## config.mk

```make
export PLATFORM = sky130hd
export DESIGN_NAME = c64_loader_top
export DESIGN_NICKNAME = d
export VERILOG_FILES = /design/src/hw/c64_loader_pkg.sv /design/src/hw/basic_ptr_injector.sv /design/src/hw/prg_loader.sv /design/src/hw/crt_parser.sv /design/src/hw/load_write_master.sv /design/src/hw/c64_loader_top.sv
export SDC_FILE = /design/constraint.sdc
export NUM_CORES = 1
export LEC_CHECK = 0
export BUFFER_PORTS_ARGS = -buffer_cell sky130_fd_sc_hd__buf_2
export CORE_MARGIN = 2
export CORE_UTILIZATION = 55
export DETAILED_ROUTE_END_ITERATION = 6
export HOLD_SLACK_MARGIN = 0.08
export PLACE_DENSITY = 0.88
export SYNTH_ARGS = -nofsm -noshare
export SYNTH_HDL_FRONTEND = slang
export SYNTH_HIERARCHICAL = 1
export SYNTH_SLANG_ARGS = --single-unit
```

## constraint.sdc

```tcl
create_clock -name clk_sys -period 5.2 [get_ports clk_sys]
set_input_delay 1.04 -clock clk_sys [delete_from_list [all_inputs] [get_ports clk_sys]]
set_output_delay 1.04 -clock clk_sys [all_outputs]
set_load 0.05 [all_outputs]
```

## src/hw/c64_loader_pkg.sv

```systemverilog
`default_nettype none

package c64_loader_pkg;

	// ======================================================================
	// Widths with a meaning
	// ======================================================================

	typedef logic [7:0]  byte_t;
	typedef logic [24:0] mem_addr_t;
	typedef logic [15:0] c64_addr_t;
	typedef logic [24:0] file_ofs_t;

	// Host download stream, wr is a one-cycle strobe
	typedef struct packed {
		logic       download;
		logic [7:0] index;
		file_ofs_t  addr;
		byte_t      data;
		logic       wr;
	} ioctl_t;

	// One byte write toward system memory
	typedef struct packed {
		logic      valid;
		mem_addr_t addr;
		byte_t     data;
	} mem_req_t;

	// Descriptor of one CHIP packet
	typedef struct packed {
		logic [7:0]  bank_type;
		logic [15:0] bank_num;
		c64_addr_t   load_addr;
		logic [15:0] bank_size;
		mem_addr_t   mem_base;
	} crt_bank_t;

	typedef struct packed {
		logic [15:0] cart_id;
		logic [7:0]  exrom;
		logic [7:0]  game;
	} cart_hdr_t;

	// ======================================================================
	// File formats
	// ======================================================================

	localparam logic [7:0] IDX_PRG = 8'd4;
	localparam logic [7:0] IDX_CRT = 8'd5;

	localparam mem_addr_t CRT_MEM_BASE = 25'h100000;

	// CRT file header, id is stored high byte first
	localparam file_ofs_t CRT_OFS_ID    = 25'h16;
	localparam file_ofs_t CRT_OFS_EXROM = 25'h18;
	localparam file_ofs_t CRT_OFS_GAME  = 25'h19;
	localparam file_ofs_t CRT_OFS_CHIPS = 25'h40;

	localparam int unsigned CHIP_HDR_LEN    = 16;
	localparam int unsigned BANK_ALIGN_BITS = 13;

	// BASIC zero-page pointers, each pair is low byte then high byte
	localparam c64_addr_t BASIC_TXT_START = 16'h0801;
	localparam c64_addr_t PTR_TXT         = 16'h002B;
	localparam c64_addr_t PTR_VAR         = 16'h002D;
	localparam c64_addr_t PTR_ARY         = 16'h002F;
	localparam c64_addr_t PTR_STR         = 16'h0031;
	localparam c64_addr_t PTR_SAVE_START  = 16'h00AC;
	localparam c64_addr_t PTR_LOAD_END    = 16'h00AE;

	// Number of pointer bytes written after a PRG
	localparam logic [3:0] PTR_WRITE_CNT = 4'd12;

endpackage

`default_nettype wire

```

## src/hw/basic_ptr_injector.sv

```systemverilog
`timescale 1ns/100ps
`default_nettype none

module basic_ptr_injector (
	input  wire                              clk_sys,
	input  wire                              reset_n,
	input  wire                              start_i,
	input  wire c64_loader_pkg::c64_addr_t   load_end_i,
	input  wire                              busy_i,
	output c64_loader_pkg::mem_req_t         req_o,
	output logic                             active_o
);

	logic [3:0]                step_q;
	c64_loader_pkg::c64_addr_t ptr_addr;
	c64_loader_pkg::byte_t     ptr_data;

	// ======================================================================
	// Pointer address and value for the current step
	// ======================================================================

	// Steps 0..7 cover 2B..32, steps 8..11 cover AC..AF
	always_comb begin
		if (step_q < 4'd8) begin
			ptr_addr = c64_loader_pkg::PTR_TXT + c64_loader_pkg::c64_addr_t'(step_q);
		end else begin
			ptr_addr = c64_loader_pkg::PTR_SAVE_START
				+ c64_loader_pkg::c64_addr_t'(step_q - 4'd8);
		end
	end

	always_comb begin
		case (ptr_addr)
			c64_loader_pkg::PTR_TXT:
				ptr_data = c64_loader_pkg::BASIC_TXT_START[7:0];
			c64_loader_pkg::PTR_TXT + 16'd1:
				ptr_data = c64_loader_pkg::BASIC_TXT_START[15:8];
			// Everything else tracks the end of the loaded program
			c64_loader_pkg::PTR_VAR,
			c64_loader_pkg::PTR_ARY,
			c64_loader_pkg::PTR_STR,
			c64_loader_pkg::PTR_LOAD_END:
				ptr_data = load_end_i[7:0];
			c64_loader_pkg::PTR_VAR + 16'd1,
			c64_loader_pkg::PTR_ARY + 16'd1,
			c64_loader_pkg::PTR_STR + 16'd1,
			c64_loader_pkg::PTR_LOAD_END + 16'd1:
				ptr_data = load_end_i[15:8];
			// SAVE_START pair is cleared as after a reset
			default:
				ptr_data = 8'h00;
		endcase
	end

	// ======================================================================
	// Step sequencer
	// ======================================================================

	// busy_i already covers our own request cycle, so one write is in
	// flight at most and the next one follows when the master is idle
	always_ff @(posedge clk_sys) begin
		if (!reset_n) begin
			active_o    <= 1'b0;
			step_q      <= '0;
			req_o.valid <= 1'b0;
		end else begin
			req_o.valid <= 1'b0;
			if (start_i) begin
				active_o <= 1'b1;
				step_q   <= '0;
			end else if (active_o && !busy_i) begin
				if (step_q == c64_loader_pkg::PTR_WRITE_CNT) begin
					// Last write acked
					active_o <= 1'b0;
				end else begin
					req_o.valid <= 1'b1;
					req_o.addr  <= c64_loader_pkg::mem_addr_t'(ptr_addr);
					req_o.data  <= ptr_data;
					step_q      <= step_q + 4'd1;
				end
			end
		end
	end

endmodule

`default_nettype wire

```

## src/hw/prg_loader.sv

```systemverilog
`timescale 1ns/100ps
`default_nettype none

module prg_loader (
	input  wire                            clk_sys,
	input  wire                            reset_n,
	input  wire c64_loader_pkg::ioctl_t    host_i,
	input  wire                            busy_i,
	output c64_loader_pkg::mem_req_t       req_o,
	output logic                           inject_busy_o
);

	logic                      prg_dl;
	logic                      prg_wr;
	logic                      prg_dl_q;
	logic                      inj_start;
	logic                      inj_active;
	c64_loader_pkg::c64_addr_t run_addr_q;
	c64_loader_pkg::mem_req_t  pay_req_q;
	c64_loader_pkg::mem_req_t  inj_req;

	assign prg_dl = host_i.download && (host_i.index == c64_loader_pkg::IDX_PRG);
	assign prg_wr = prg_dl && host_i.wr;

	// Falling edge of a PRG download kicks off the pointer writes
	assign inj_start = prg_dl_q && !host_i.download;

	// ======================================================================
	// Header and payload
	// ======================================================================

	// run_addr_q starts at the load address and ends up at the load end
	always_ff @(posedge clk_sys) begin
		if (!reset_n) begin
			prg_dl_q        <= 1'b0;
			pay_req_q.valid <= 1'b0;
		end else begin
			prg_dl_q        <= prg_dl;
			pay_req_q.valid <= 1'b0;
			if (prg_wr) begin
				if (host_i.addr == c64_loader_pkg::file_ofs_t'(0)) begin
					run_addr_q[7:0] <= host_i.data;
				end else if (host_i.addr == c64_loader_pkg::file_ofs_t'(1)) begin
					run_addr_q[15:8] <= host_i.data;
				end else begin
					pay_req_q.valid <= 1'b1;
					pay_req_q.addr  <= c64_loader_pkg::mem_addr_t'(run_addr_q);
					pay_req_q.data  <= host_i.data;
					run_addr_q      <= run_addr_q + 16'd1;
				end
			end
		end
	end

	// ======================================================================
	// BASIC pointer injection
	// ======================================================================

	basic_ptr_injector basic_ptr_injector_i (
		.clk_sys    (clk_sys),
		.reset_n    (reset_n),
		.start_i    (inj_start),
		.load_end_i (run_addr_q),
		.busy_i     (busy_i),
		.req_o      (inj_req),
		.active_o   (inj_active)
	);

	// Payload and injection never overlap
	assign req_o = inj_req.valid ? inj_req : pay_req_q;

	assign inject_busy_o = inj_active | inj_start;

endmodule

`default_nettype wire

```

## src/hw/crt_parser.sv

```systemverilog
`timescale 1ns/100ps
`default_nettype none

module crt_parser (
	input  wire                            clk_sys,
	input  wire                            reset_n,
	input  wire c64_loader_pkg::ioctl_t    host_i,
	input  wire                            busy_i,
	output c64_loader_pkg::mem_req_t       req_o,
	output c64_loader_pkg::cart_hdr_t      cart_hdr_o,
	output c64_loader_pkg::crt_bank_t      bank_o,
	output logic                           bank_wr_o,
	output logic                           cart_attached_o
);

	logic                      crt_dl;
	logic                      crt_wr;
	logic                      crt_dl_q;
	logic [3:0]                hdr_cnt_q;
	logic [31:0]               blk_len_q;
	c64_loader_pkg::mem_addr_t mem_addr_q;
	c64_loader_pkg::mem_addr_t mem_aligned;

	assign crt_dl = host_i.download && (host_i.index == c64_loader_pkg::IDX_CRT);

	// Host only strobes while wait is low, which already covers busy_i
	assign crt_wr = crt_dl && host_i.wr && !busy_i;

	// Round up to the next bank boundary, aligned addresses stay put
	always_comb begin
		mem_aligned = mem_addr_q
			+ c64_loader_pkg::mem_addr_t'((1 << c64_loader_pkg::BANK_ALIGN_BITS) - 1);
		mem_aligned[c64_loader_pkg::BANK_ALIGN_BITS-1:0] = '0;
	end

	always_ff @(posedge clk_sys) begin
		if (!reset_n) begin
			crt_dl_q        <= 1'b0;
			hdr_cnt_q       <= '0;
			blk_len_q       <= '0;
			req_o.valid     <= 1'b0;
			bank_wr_o       <= 1'b0;
			cart_attached_o <= 1'b0;
		end else begin
			crt_dl_q    <= crt_dl;
			req_o.valid <= 1'b0;
			bank_wr_o   <= 1'b0;

			// Detached while a new image streams in
			if (crt_dl && !crt_dl_q)
				cart_attached_o <= 1'b0;
			if (!crt_dl && crt_dl_q)
				cart_attached_o <= 1'b1;

			if (crt_wr) begin
				if (host_i.addr == c64_loader_pkg::file_ofs_t'(0)) begin
					mem_addr_q <= c64_loader_pkg::CRT_MEM_BASE;
					blk_len_q  <= '0;
					hdr_cnt_q  <= '0;
				end

				// ==========================================================
				// File header
				// ==========================================================
				if (host_i.addr == c64_loader_pkg::CRT_OFS_ID)
					cart_hdr_o.cart_id[15:8] <= host_i.data;
				if (host_i.addr == c64_loader_pkg::CRT_OFS_ID + 25'd1)
					cart_hdr_o.cart_id[7:0] <= host_i.data;
				if (host_i.addr == c64_loader_pkg::CRT_OFS_EXROM)
					cart_hdr_o.exrom <= host_i.data;
				if (host_i.addr == c64_loader_pkg::CRT_OFS_GAME)
					cart_hdr_o.game <= host_i.data;

				// ==========================================================
				// CHIP packets
				// ==========================================================
				if (host_i.addr >= c64_loader_pkg::CRT_OFS_CHIPS) begin
					if (blk_len_q == '0 && hdr_cnt_q == '0) begin
						// First byte of a new packet
						hdr_cnt_q  <= 4'd1;
						mem_addr_q <= mem_aligned;
					end else if (hdr_cnt_q != '0) begin
						// Wraps to zero after byte 15, data follows
						hdr_cnt_q <= hdr_cnt_q + 4'd1;
						case (hdr_cnt_q)
							4'd4:  blk_len_q[31:24] <= host_i.data;
							4'd5:  blk_len_q[23:16] <= host_i.data;
							4'd6:  blk_len_q[15:8]  <= host_i.data;
							4'd7:  blk_len_q[7:0]   <= host_i.data;
							4'd8:  blk_len_q <= blk_len_q - 32'(c64_loader_pkg::CHIP_HDR_LEN);
							4'd9:  bank_o.bank_type       <= host_i.data;
							4'd10: bank_o.bank_num[15:8]  <= host_i.data;
							4'd11: bank_o.bank_num[7:0]   <= host_i.data;
							4'd12: bank_o.load_addr[15:8] <= host_i.data;
							4'd13: bank_o.load_addr[7:0]  <= host_i.data;
							4'd14: bank_o.bank_size[15:8] <= host_i.data;
							4'd15: begin
								bank_o.bank_size[7:0] <= host_i.data;
								bank_o.mem_base       <= mem_addr_q;
								bank_wr_o             <= 1'b1;
							end
							default: ;
						endcase
					end else begin
						// Bank data
						blk_len_q   <= blk_len_q - 32'd1;
						req_o.valid <= 1'b1;
						req_o.addr  <= mem_addr_q;
						req_o.data  <= host_i.data;
						mem_addr_q  <= mem_addr_q + 25'd1;
					end
				end
			end
		end
	end

endmodule

`default_nettype wire

```

## src/hw/load_write_master.sv

```systemverilog
`timescale 1ns/100ps
`default_nettype none

module load_write_master (
	input  wire                            clk_sys,
	input  wire                            reset_n,
	input  wire c64_loader_pkg::mem_req_t  prg_req_i,
	input  wire c64_loader_pkg::mem_req_t  crt_req_i,
	output logic                           busy_o,
	output logic                           wb_cyc_o,
	output logic                           wb_stb_o,
	output logic                           wb_we_o,
	output c64_loader_pkg::mem_addr_t      wb_adr_o,
	output c64_loader_pkg::byte_t          wb_dat_o,
	input  wire                            wb_ack_i
);

	c64_loader_pkg::mem_req_t req_in;
	c64_loader_pkg::mem_req_t hold_q;

	// Requesters are mutually exclusive
	assign req_in = prg_req_i.valid ? prg_req_i : crt_req_i;

	// ======================================================================
	// One-entry holding register
	// ======================================================================

	// Entry stays until the slave acks, so address and data are stable
	// for the whole bus cycle
	always_ff @(posedge clk_sys) begin
		if (!reset_n) begin
			hold_q.valid <= 1'b0;
		end else if (hold_q.valid) begin
			if (wb_ack_i)
				hold_q.valid <= 1'b0;
		end else if (req_in.valid) begin
			hold_q <= req_in;
		end
	end

	// Busy from the latch cycle through the ack cycle
	assign busy_o = hold_q.valid | req_in.valid;

	// ======================================================================
	// Wishbone classic write
	// ======================================================================

	// Write only master
	assign wb_cyc_o = hold_q.valid;
	assign wb_stb_o = hold_q.valid;
	assign wb_we_o  = hold_q.valid;
	assign wb_adr_o = hold_q.addr;
	assign wb_dat_o = hold_q.data;

endmodule

`default_nettype wire

```

## src/hw/c64_loader_top.sv

```systemverilog
`timescale 1ns/100ps
`default_nettype none

module c64_loader_top (
	input  wire                            clk_sys,
	input  wire                            reset_n,
	input  wire c64_loader_pkg::ioctl_t    host_i,
	output logic                           wait_o,
	output logic                           wb_cyc_o,
	output logic                           wb_stb_o,
	output logic                           wb_we_o,
	output c64_loader_pkg::mem_addr_t      wb_adr_o,
	output c64_loader_pkg::byte_t          wb_dat_o,
	input  wire                            wb_ack_i,
	output c64_loader_pkg::cart_hdr_t      cart_hdr_o,
	output c64_loader_pkg::crt_bank_t      bank_o,
	output logic                           bank_wr_o,
	output logic                           cart_attached_o
);

	c64_loader_pkg::mem_req_t prg_req;
	c64_loader_pkg::mem_req_t crt_req;
	logic                     busy;
	logic                     inject_busy;

	prg_loader prg_loader_i (
		.clk_sys       (clk_sys),
		.reset_n       (reset_n),
		.host_i        (host_i),
		.busy_i        (busy),
		.req_o         (prg_req),
		.inject_busy_o (inject_busy)
	);

	crt_parser crt_parser_i (
		.clk_sys         (clk_sys),
		.reset_n         (reset_n),
		.host_i          (host_i),
		.busy_i          (busy),
		.req_o           (crt_req),
		.cart_hdr_o      (cart_hdr_o),
		.bank_o          (bank_o),
		.bank_wr_o       (bank_wr_o),
		.cart_attached_o (cart_attached_o)
	);

	load_write_master load_write_master_i (
		.clk_sys   (clk_sys),
		.reset_n   (reset_n),
		.prg_req_i (prg_req),
		.crt_req_i (crt_req),
		.busy_o    (busy),
		.wb_cyc_o  (wb_cyc_o),
		.wb_stb_o  (wb_stb_o),
		.wb_we_o   (wb_we_o),
		.wb_adr_o  (wb_adr_o),
		.wb_dat_o  (wb_dat_o),
		.wb_ack_i  (wb_ack_i)
	);

	// Host holds off during a bus cycle and during pointer injection
	assign wait_o = busy | inject_busy;

endmodule

`default_nettype wire

```

Word-level counts from Yosys, hierarchy flattened
Index checks and enable logic that the tools add are counted.
{"block": "totals", "reg_bits": 317, "latchBits": 0, "ram_bits": 0, "rom_bits": 0, "inputBits": 46, "output_inout_bits": 152, "word_cells": 176, "memories": 0}
{"block": "op_classes", "addsub": 10, "n_mul": 0, "div_mod_pow": 0, "n_lt_le_gt_ge": 2, "eq_ne": 31, "shifts": 0, "mux": 35, "n_bitwise": 15, "n_reduce_logical": 48}
{"cell": "34-bit 2-to-1 mux", "n": 6}
{"cell": "16-bit by 6-bit equality test with 1-bit output, second input constant", "n": 8}
{"cell": "32-bit 2-to-1 mux", "n": 4}
{"cell": "25-bit by 5-bit equality test with 1-bit output, second input constant", "n": 4}
{"cell": "25-bit 2-to-1 mux", "n": 4}
{"cell": "8-bit case mux with 2 select lines", "n": 4}
{"cell": "6-bit AND reduction", "n": 7}
{"cell": "4-bit equality test, second input constant", "n": 9}
{"cell": "16-bit by 8-bit equality test with 1-bit output, second input constant", "n": 2}
{"cell": "32-bit logical NOT", "n": 1}
{"cell": "8-bit case mux with 4 select lines", "n": 1}
{"cell": "32-bit by 1-bit subtractor with 32-bit output, second input constant", "n": 1}
{"cell": "32-bit by 5-bit subtractor with 32-bit output, second input constant", "n": 1}
{"cell": "25-bit by 1-bit adder with 25-bit output, second input constant", "n": 1}
{"cell": "25-bit by 13-bit adder with 25-bit output, second input constant", "n": 1}
{"cell": "25-bit by 1-bit equality test with 1-bit output, second input constant", "n": 1}
{"cell": "25-bit by 7-bit >= comparator with 1-bit output, second input constant", "n": 1}
{"cell": "25-bit logical NOT", "n": 1}
{"cell": "8-bit 2-to-1 mux", "n": 3}
{"cell": "3-bit AND reduction", "n": 7}
{"cell": "16-bit by 1-bit adder with 16-bit output, second input constant", "n": 1}
{"cell": "4-bit by 3-bit equality test with 1-bit output, second input constant", "n": 4}
{"cell": "8-bit by 3-bit equality test with 1-bit output, second input constant", "n": 2}
{"cell": "16-bit 2-to-1 mux", "n": 1}
{"cell": "22 further kinds", "n": 66}

Depth between registers and ports, before layout
{"block": "depth", "word_depth": 7, "mapped_depth": 13, "depth_no_buf": 10}

Hierarchy
Netlist, hierarchy kept.
{"module": "crt_parser", "instances": 1, "cells_per_inst": 807, "area_each_um2": 9322.7, "seq_area_each_um2": 5935.7}
{"module": "prg_loader", "instances": 1, "cells_per_inst": 159, "area_each_um2": 2237.1, "seq_area_each_um2": 1241.2}
{"module": "load_write_master", "instances": 1, "cells_per_inst": 78, "area_each_um2": 1461.4, "seq_area_each_um2": 1011.0}
{"module": "basic_ptr_injector", "instances": 1, "cells_per_inst": 95, "area_each_um2": 1079.8, "seq_area_each_um2": 540.5}
{"module": "c64_loader_top", "instances": 1, "cells_per_inst": 1, "area_each_um2": 6.3, "seq_area_each_um2": 0.0}

Worst setup path before layout
OpenSTA, ideal clock, no wires.
{"block": "synth_timing", "kind": "input -> register", "from": "in host_i[39] (netlist name)", "to": "reg crt_parser_i/bank_o[0] (netlist name)", "setup_ns": 0.393, "arrival_time_ns": 4.212, "required_time_ns": 4.807, "slack_ns": 0.595, "cell_stages": 7, "n_path_buf": 0, "path_cell_list": "or4b_1 -> nor4_2 -> nand2_1 -> inv_1 -> nand2_1 -> nor2_1 -> and2_1"}
{"block": "synth_via", "elab_chain_cells": 5}
{"item": "start, declared", "line": "c64_loader_top.sv:7", "text": "input wire c64_loader_pkg::ioctl_t host_i,"}
{"item": "8-bit by 3-bit equality test with 1-bit output", "line": "crt_parser.sv:24", "text": "assign crt_dl = host_i.download && (host_i.index == c64_loader_pkg::IDX_CRT);"}
{"item": "1-bit logical AND", "line": "crt_parser.sv:24"}
{"item": "1-bit logical AND (2 in series)", "line": "crt_parser.sv:27", "text": "assign crt_wr = crt_dl && host_i.wr && !busy_i;"}
{"item": "6-bit AND reduction (no line)"}
Every way passes these cells.
A chain may end at the register's enable or synchronous reset.

Worst setup path after layout
{"block": "layout_timing", "from": "reg crt_parser_i.hdr_cnt_q[0]", "to": "reg crt_parser_i.blk_len_q[5]"}
{"block": "layout_via", "elab_chain_cells": 5}
{"item": "start, declared", "line": "crt_parser.sv:19", "text": "logic [3:0] hdr_cnt_q;"}
{"item": "start signal, assigned", "line": "crt_parser.sv:84", "text": "hdr_cnt_q <= hdr_cnt_q + 4'd1;"}
{"item": "4-bit equality test / 4-bit by 3-bit equality test with 1-bit output (equally long branches)", "line": "crt_parser.sv:85", "text": "case (hdr_cnt_q)"}
{"item": "8-bit case mux with 2 select lines", "line": "crt_parser.sv:85"}
{"item": "32-bit 2-to-1 mux", "line": "crt_parser.sv:82", "text": "end else if (hdr_cnt_q != '0) begin"}
{"item": "32-bit 2-to-1 mux (*)", "line": "crt_parser.sv:78", "text": "if (blk_len_q == '0 && hdr_cnt_q == '0) begin"}
{"item": "32-bit 2-to-1 mux (*)", "line": "crt_parser.sv:77", "text": "if (host_i.addr >= c64_loader_pkg::CRT_OFS_CHIPS) begin"}
{"item": "end signal, assigned", "line": "crt_parser.sv:89", "text": "4'd7: blk_len_q[7:0] <= host_i.data;"}
{"item": "end signal, assigned", "line": "crt_parser.sv:90", "text": "4'd8: blk_len_q <= blk_len_q - 32'(c64_loader_pkg::CHIP_HDR_LEN);"}
{"item": "end signal, assigned", "line": "crt_parser.sv:106", "text": "blk_len_q <= blk_len_q - 32'd1;"}
{"item": "end, declared", "line": "crt_parser.sv:20", "text": "logic [31:0] blk_len_q;"}
Mark *: on every way between the ends. The rest lies on a longest branch, timed or not.

==> flow_metrics.env <==
export IMPL_rr_endpoint="crt_parser_i/blk_len_q[5]"
export IMPL_ys_ff_latch=307
export IMPL_final_common_cell="edfxtp_1"
export IMPL_postSynthCellCount=1140
export IMPL_h_tree_depth=1
export IMPL_core_sq_um=25200
export IMPL_dp_hpwl_mm=24.8
export IMPL_layout_drive_gt1_share_pct=27.0
export IMPL_netlist_cell_type_count=87
export IMPL_finalSetupTns_ns=0
export IMPL_path_depth=9
export IMPL_cpPeakStageDelay_ns=0.81
export IMPL_final_cell_area_sq_um=16300
export IMPL_finalSetupViolations=0
export IMPL_synth_async_reset_ratio_pct=0
export IMPL_cts_tree="built"
export IMPL_relSlewSlack_pct=9.66
export IMPL_clock_sinks=307
export IMPL_crit_path_cell_trace="inv_1 > ha_1 > or3b_2 > nor2_1 > and4_1 > nor2_1 > nand3_1 > a311oi_1 > a21o_1"
export IMPL_end_kind="register"
export IMPL_portBuffers=197
export IMPL_row_count=58
export IMPL_p_switching_mw=0.992
export IMPL_min_from="crt_parser_i/blk_len_q[12]"
export IMPL_drt_iter0_markers=1273
export IMPL_post_place_cells=1624
export IMPL_final_cell_mix="edfxtp_1 (258), buf_2 (197), nand2_1 (81)"
export IMPL_worstPathArrival_ns=4.53
export IMPL_fill_cells=1751
export IMPL_swShare_pct=20.0
export IMPL_syn2layout_area_growth_pct=15.6
export IMPL_routed_wl_mm=38.6
export IMPL_r2r_slack_ns=1.16
export IMPL_cp_slowest_cell="nor2_1"
export IMPL_p_leak_nw=6.00
export IMPL_synth_edff_count=258
export IMPL_layout_nets=1384
export IMPL_skew_ns=0.0355
export IMPL_ys_seq_area_share_pct=61.9
export IMPL_r2r_start="crt_parser_i/hdr_cnt_q[0]"
export IMPL_start_util_pct=56.0
export IMPL_fp_dieW_um=164
export IMPL_critical_path_class="reg2reg"
export IMPL_cp_start_kind="register"
export IMPL_drc=0
export IMPL_hp_class="reg2reg"
export IMPL_max_freq_ghz=0.247
export IMPL_grt_max_degree=35
export IMPL_gr_total_overflow=0
export IMPL_fin_ws_ns=1.16
export IMPL_cts_buffers=30
export IMPL_critPathTopFamily="simple AND/OR/NAND/NOR gates"
export IMPL_path_buf_inv=1
export IMPL_postCtsSetupRepairBufs=0
export IMPL_antenna_found_initial=2
export IMPL_final_util_pct=64.7
export IMPL_status="completed"
export IMPL_ir_worst_vdd_v=0.000223
export IMPL_synthFlopType="edfxtp_1"
export IMPL_finalHoldViolations=0
export IMPL_die_y_um=164
export IMPL_via_per_inst=6.36
export IMPL_rsz0062_at_grt="no"
export IMPL_drv_slew=0
export IMPL_io_pins=198
export IMPL_cp_max_fo=19
export IMPL_yosys_warnings=6
export IMPL_cap_violations=0
export IMPL_pwr_share_clk_pct=45.0
export IMPL_globalplace_congestion=0.979
export IMPL_grt_pass1_wl_mm=58.9
export IMPL_grt_pass1_vias=10375
export IMPL_grtUsageTotal_pct=28.3
export IMPL_hold_depth=2
export IMPL_crit_required_ns=5.69
export IMPL_finalPower_mw=4.95
export IMPL_finalNonFillerCells=1681
export IMPL_p_comb_share_pct=1.6
export IMPL_finalCritPeriodShare_pct=77.7
export IMPL_period_needed_ns=4.04
export IMPL_internal_power_mw=3.96
export IMPL_holdBufCountCts=0
export IMPL_cts_path_max_buffers=3
export IMPL_tightest_slew_ns=1.35
export IMPL_vias=10699
export IMPL_first_pass_iters=7
export IMPL_post_place_ws_ns=0.771
export IMPL_synth_avg_cell_area_sq_um=12.4
export IMPL_r2r_cells=9
export IMPL_min_to="crt_parser_i/blk_len_q[12]"
export IMPL_hold_ws_ns=0.510
export IMPL_placed_area_sq_um=15300
export IMPL_crit_top_cell="nor2_1"
export IMPL_cellPowerDensity_nw_per_um2=304
export IMPL_avgRoutedWirePerCell_um=22.9
export IMPL_clk_pin_slew_ns=0.06
export IMPL_root_buffer="clkbuf_16"
export IMPL_synth_cell_area_sq_um=14100
export IMPL_postRouteAntennaNets=0
export IMPL_clock_latency_ns=0.57
export IMPL_sequentialPowerShare_pct=53.4
export IMPL_cts_repair_resized=0
export IMPL_dieArea_sq_um=26900
[worst reg2reg max path, delay by kind of cell (launching register included)]
| family | cells | cell delay (ns) |
|---|---|---|
| AOI/OAI and AO/OA | 2 | 0.59 |
| adders and majority gates | 1 | 0.36 |
| buffers and inverters | 1 | 0.11 |
| DFF | 1 | 0.41 |
| and+or+nand+nor | 5 | 2.49 |
[state kept, by name, indices dropped and copies added, names as in the netlist]
register                                    cells
crt_parser_i/blk_len_q                         32
crt_parser_i/cart_hdr_o                        32
crt_parser_i/cart_attached_o                    1
load_write_master_i/wb_dat_o                    8
crt_parser_i/mem_addr_q                        25
load_write_master_i/wb_cyc_o                    1
prg_loader_i/basic_ptr_injector_i/req_o        15
prg_loader_i/basic_ptr_injector_i/step_q        4
prg_loader_i/prg_dl_q                           1
crt_parser_i/bank_o                            81
crt_parser_i/crt_dl_q                           1
prg_loader_i/basic_ptr_injector_i/active_o      1
crt_parser_i/hdr_cnt_q                          4
prg_loader_i/pay_req_q                         25
load_write_master_i/wb_adr_o                   25
crt_parser_i/bank_wr_o                          1
prg_loader_i/run_addr_q                        16
crt_parser_i/req_o                             34
[routing by layer]
layer  track usage [%]  wire length, um  up-vias
li1                  -                -     4679
met1              36.8            14000     5092
met2              47.5            18800      772
met3              4.82             4290      156
met4              11.3             1480        0
met5                 0                0        -
[cell families (layout without fill, tap and decap cells)]
kind of cell / count (synthesis) / in the layout / share of synthesized area [%]
flops: 307 / 307 / 61.9
mux: 77 / 77 / 6.29
simple gates: 393 / 393 / 15.2
other cells: 2 / 21 / 0.0532
buf+inv: 95 / 287 / 3.39
xor+xnor: 33 / 33 / 2.05
fa+ha+maj: 12 / 12 / 1.06
compound gates: 221 / 221 / 10.1
[how the worst max path moves through the flow]
stage	startpoint	end	slack, ns
detailed placement	host_i[39]	crt_parser_i/cart_hdr_o[27]	0.77
floorplan	host_i[39]	crt_parser_i/bank_o[0]	0.59
global placement	host_i[39]	crt_parser_i/cart_hdr_o[13]	0.94
finish	crt_parser_i/hdr_cnt_q[0]	crt_parser_i/blk_len_q[5]	1.16
global route	crt_parser_i/hdr_cnt_q[0]	crt_parser_i/blk_len_q[5]	1.01
CTS	host_i[39]	crt_parser_i/cart_hdr_o[29]	1.33
[synthesized netlist by cell type (all sizes together), types with 5 or more instances]
library cell	instances	share of area [%]
a211oi	6	0.32
a21o	7	0.37
a21oi	46	1.7
a22o	7	0.49
a22oi	15	0.80
a31oi	7	0.31
and2	22	0.98
and3	14	0.63
buf	37	1.8
clkbuf	33	0.88
dfxtp	49	7.0
edfxtp	258	55
ha	12	1.1
inv	24	0.64
mux2	72	5.9
mux2i	5	0.35
nand2	81	2.2
nand2b	7	0.31
nand3	38	1.5
nand4	18	0.80
nor2	78	2.2
nor2b	9	0.40
nor3	40	1.4
nor3b	5	0.30
nor4	36	1.8
o21a	5	0.27
o21ai	75	2.7
o31ai	12	0.67
or2	6	0.27
or3	8	0.39
or4	10	0.61
xnor2	13	0.81
xor2	20	1.2
[area by class of cell]
cell class                 count  area [sq um]  share of cell area, %
timing repair buffer         207          1060                   6.51
multi-input combinational    755          4990                   30.6
antenna                        2          5.00                 0.0307
sequential                   307          8730                   53.5
clock buffer                  36           803                   4.93
clock inverter                19           209                   1.28
inverter                      25          93.8                  0.576
tap                          330           413                   2.53
[power by group through the flow]
stage / Combinational [mW] / Sequential (mW) / Clock [mW]
after floorplan: 0.0268 / 2.70 / 0
after global placement: 0.0731 / 2.69 / 0
after detailed placement: 0.0744 / 2.69 / 0
after CTS: 0.0759 / 2.64 / 2.24
after global routing: 0.0830 / 2.64 / 2.33
final: 0.0806 / 2.64 / 2.23
No activity file was read; power rests on OpenSTA's default activity.
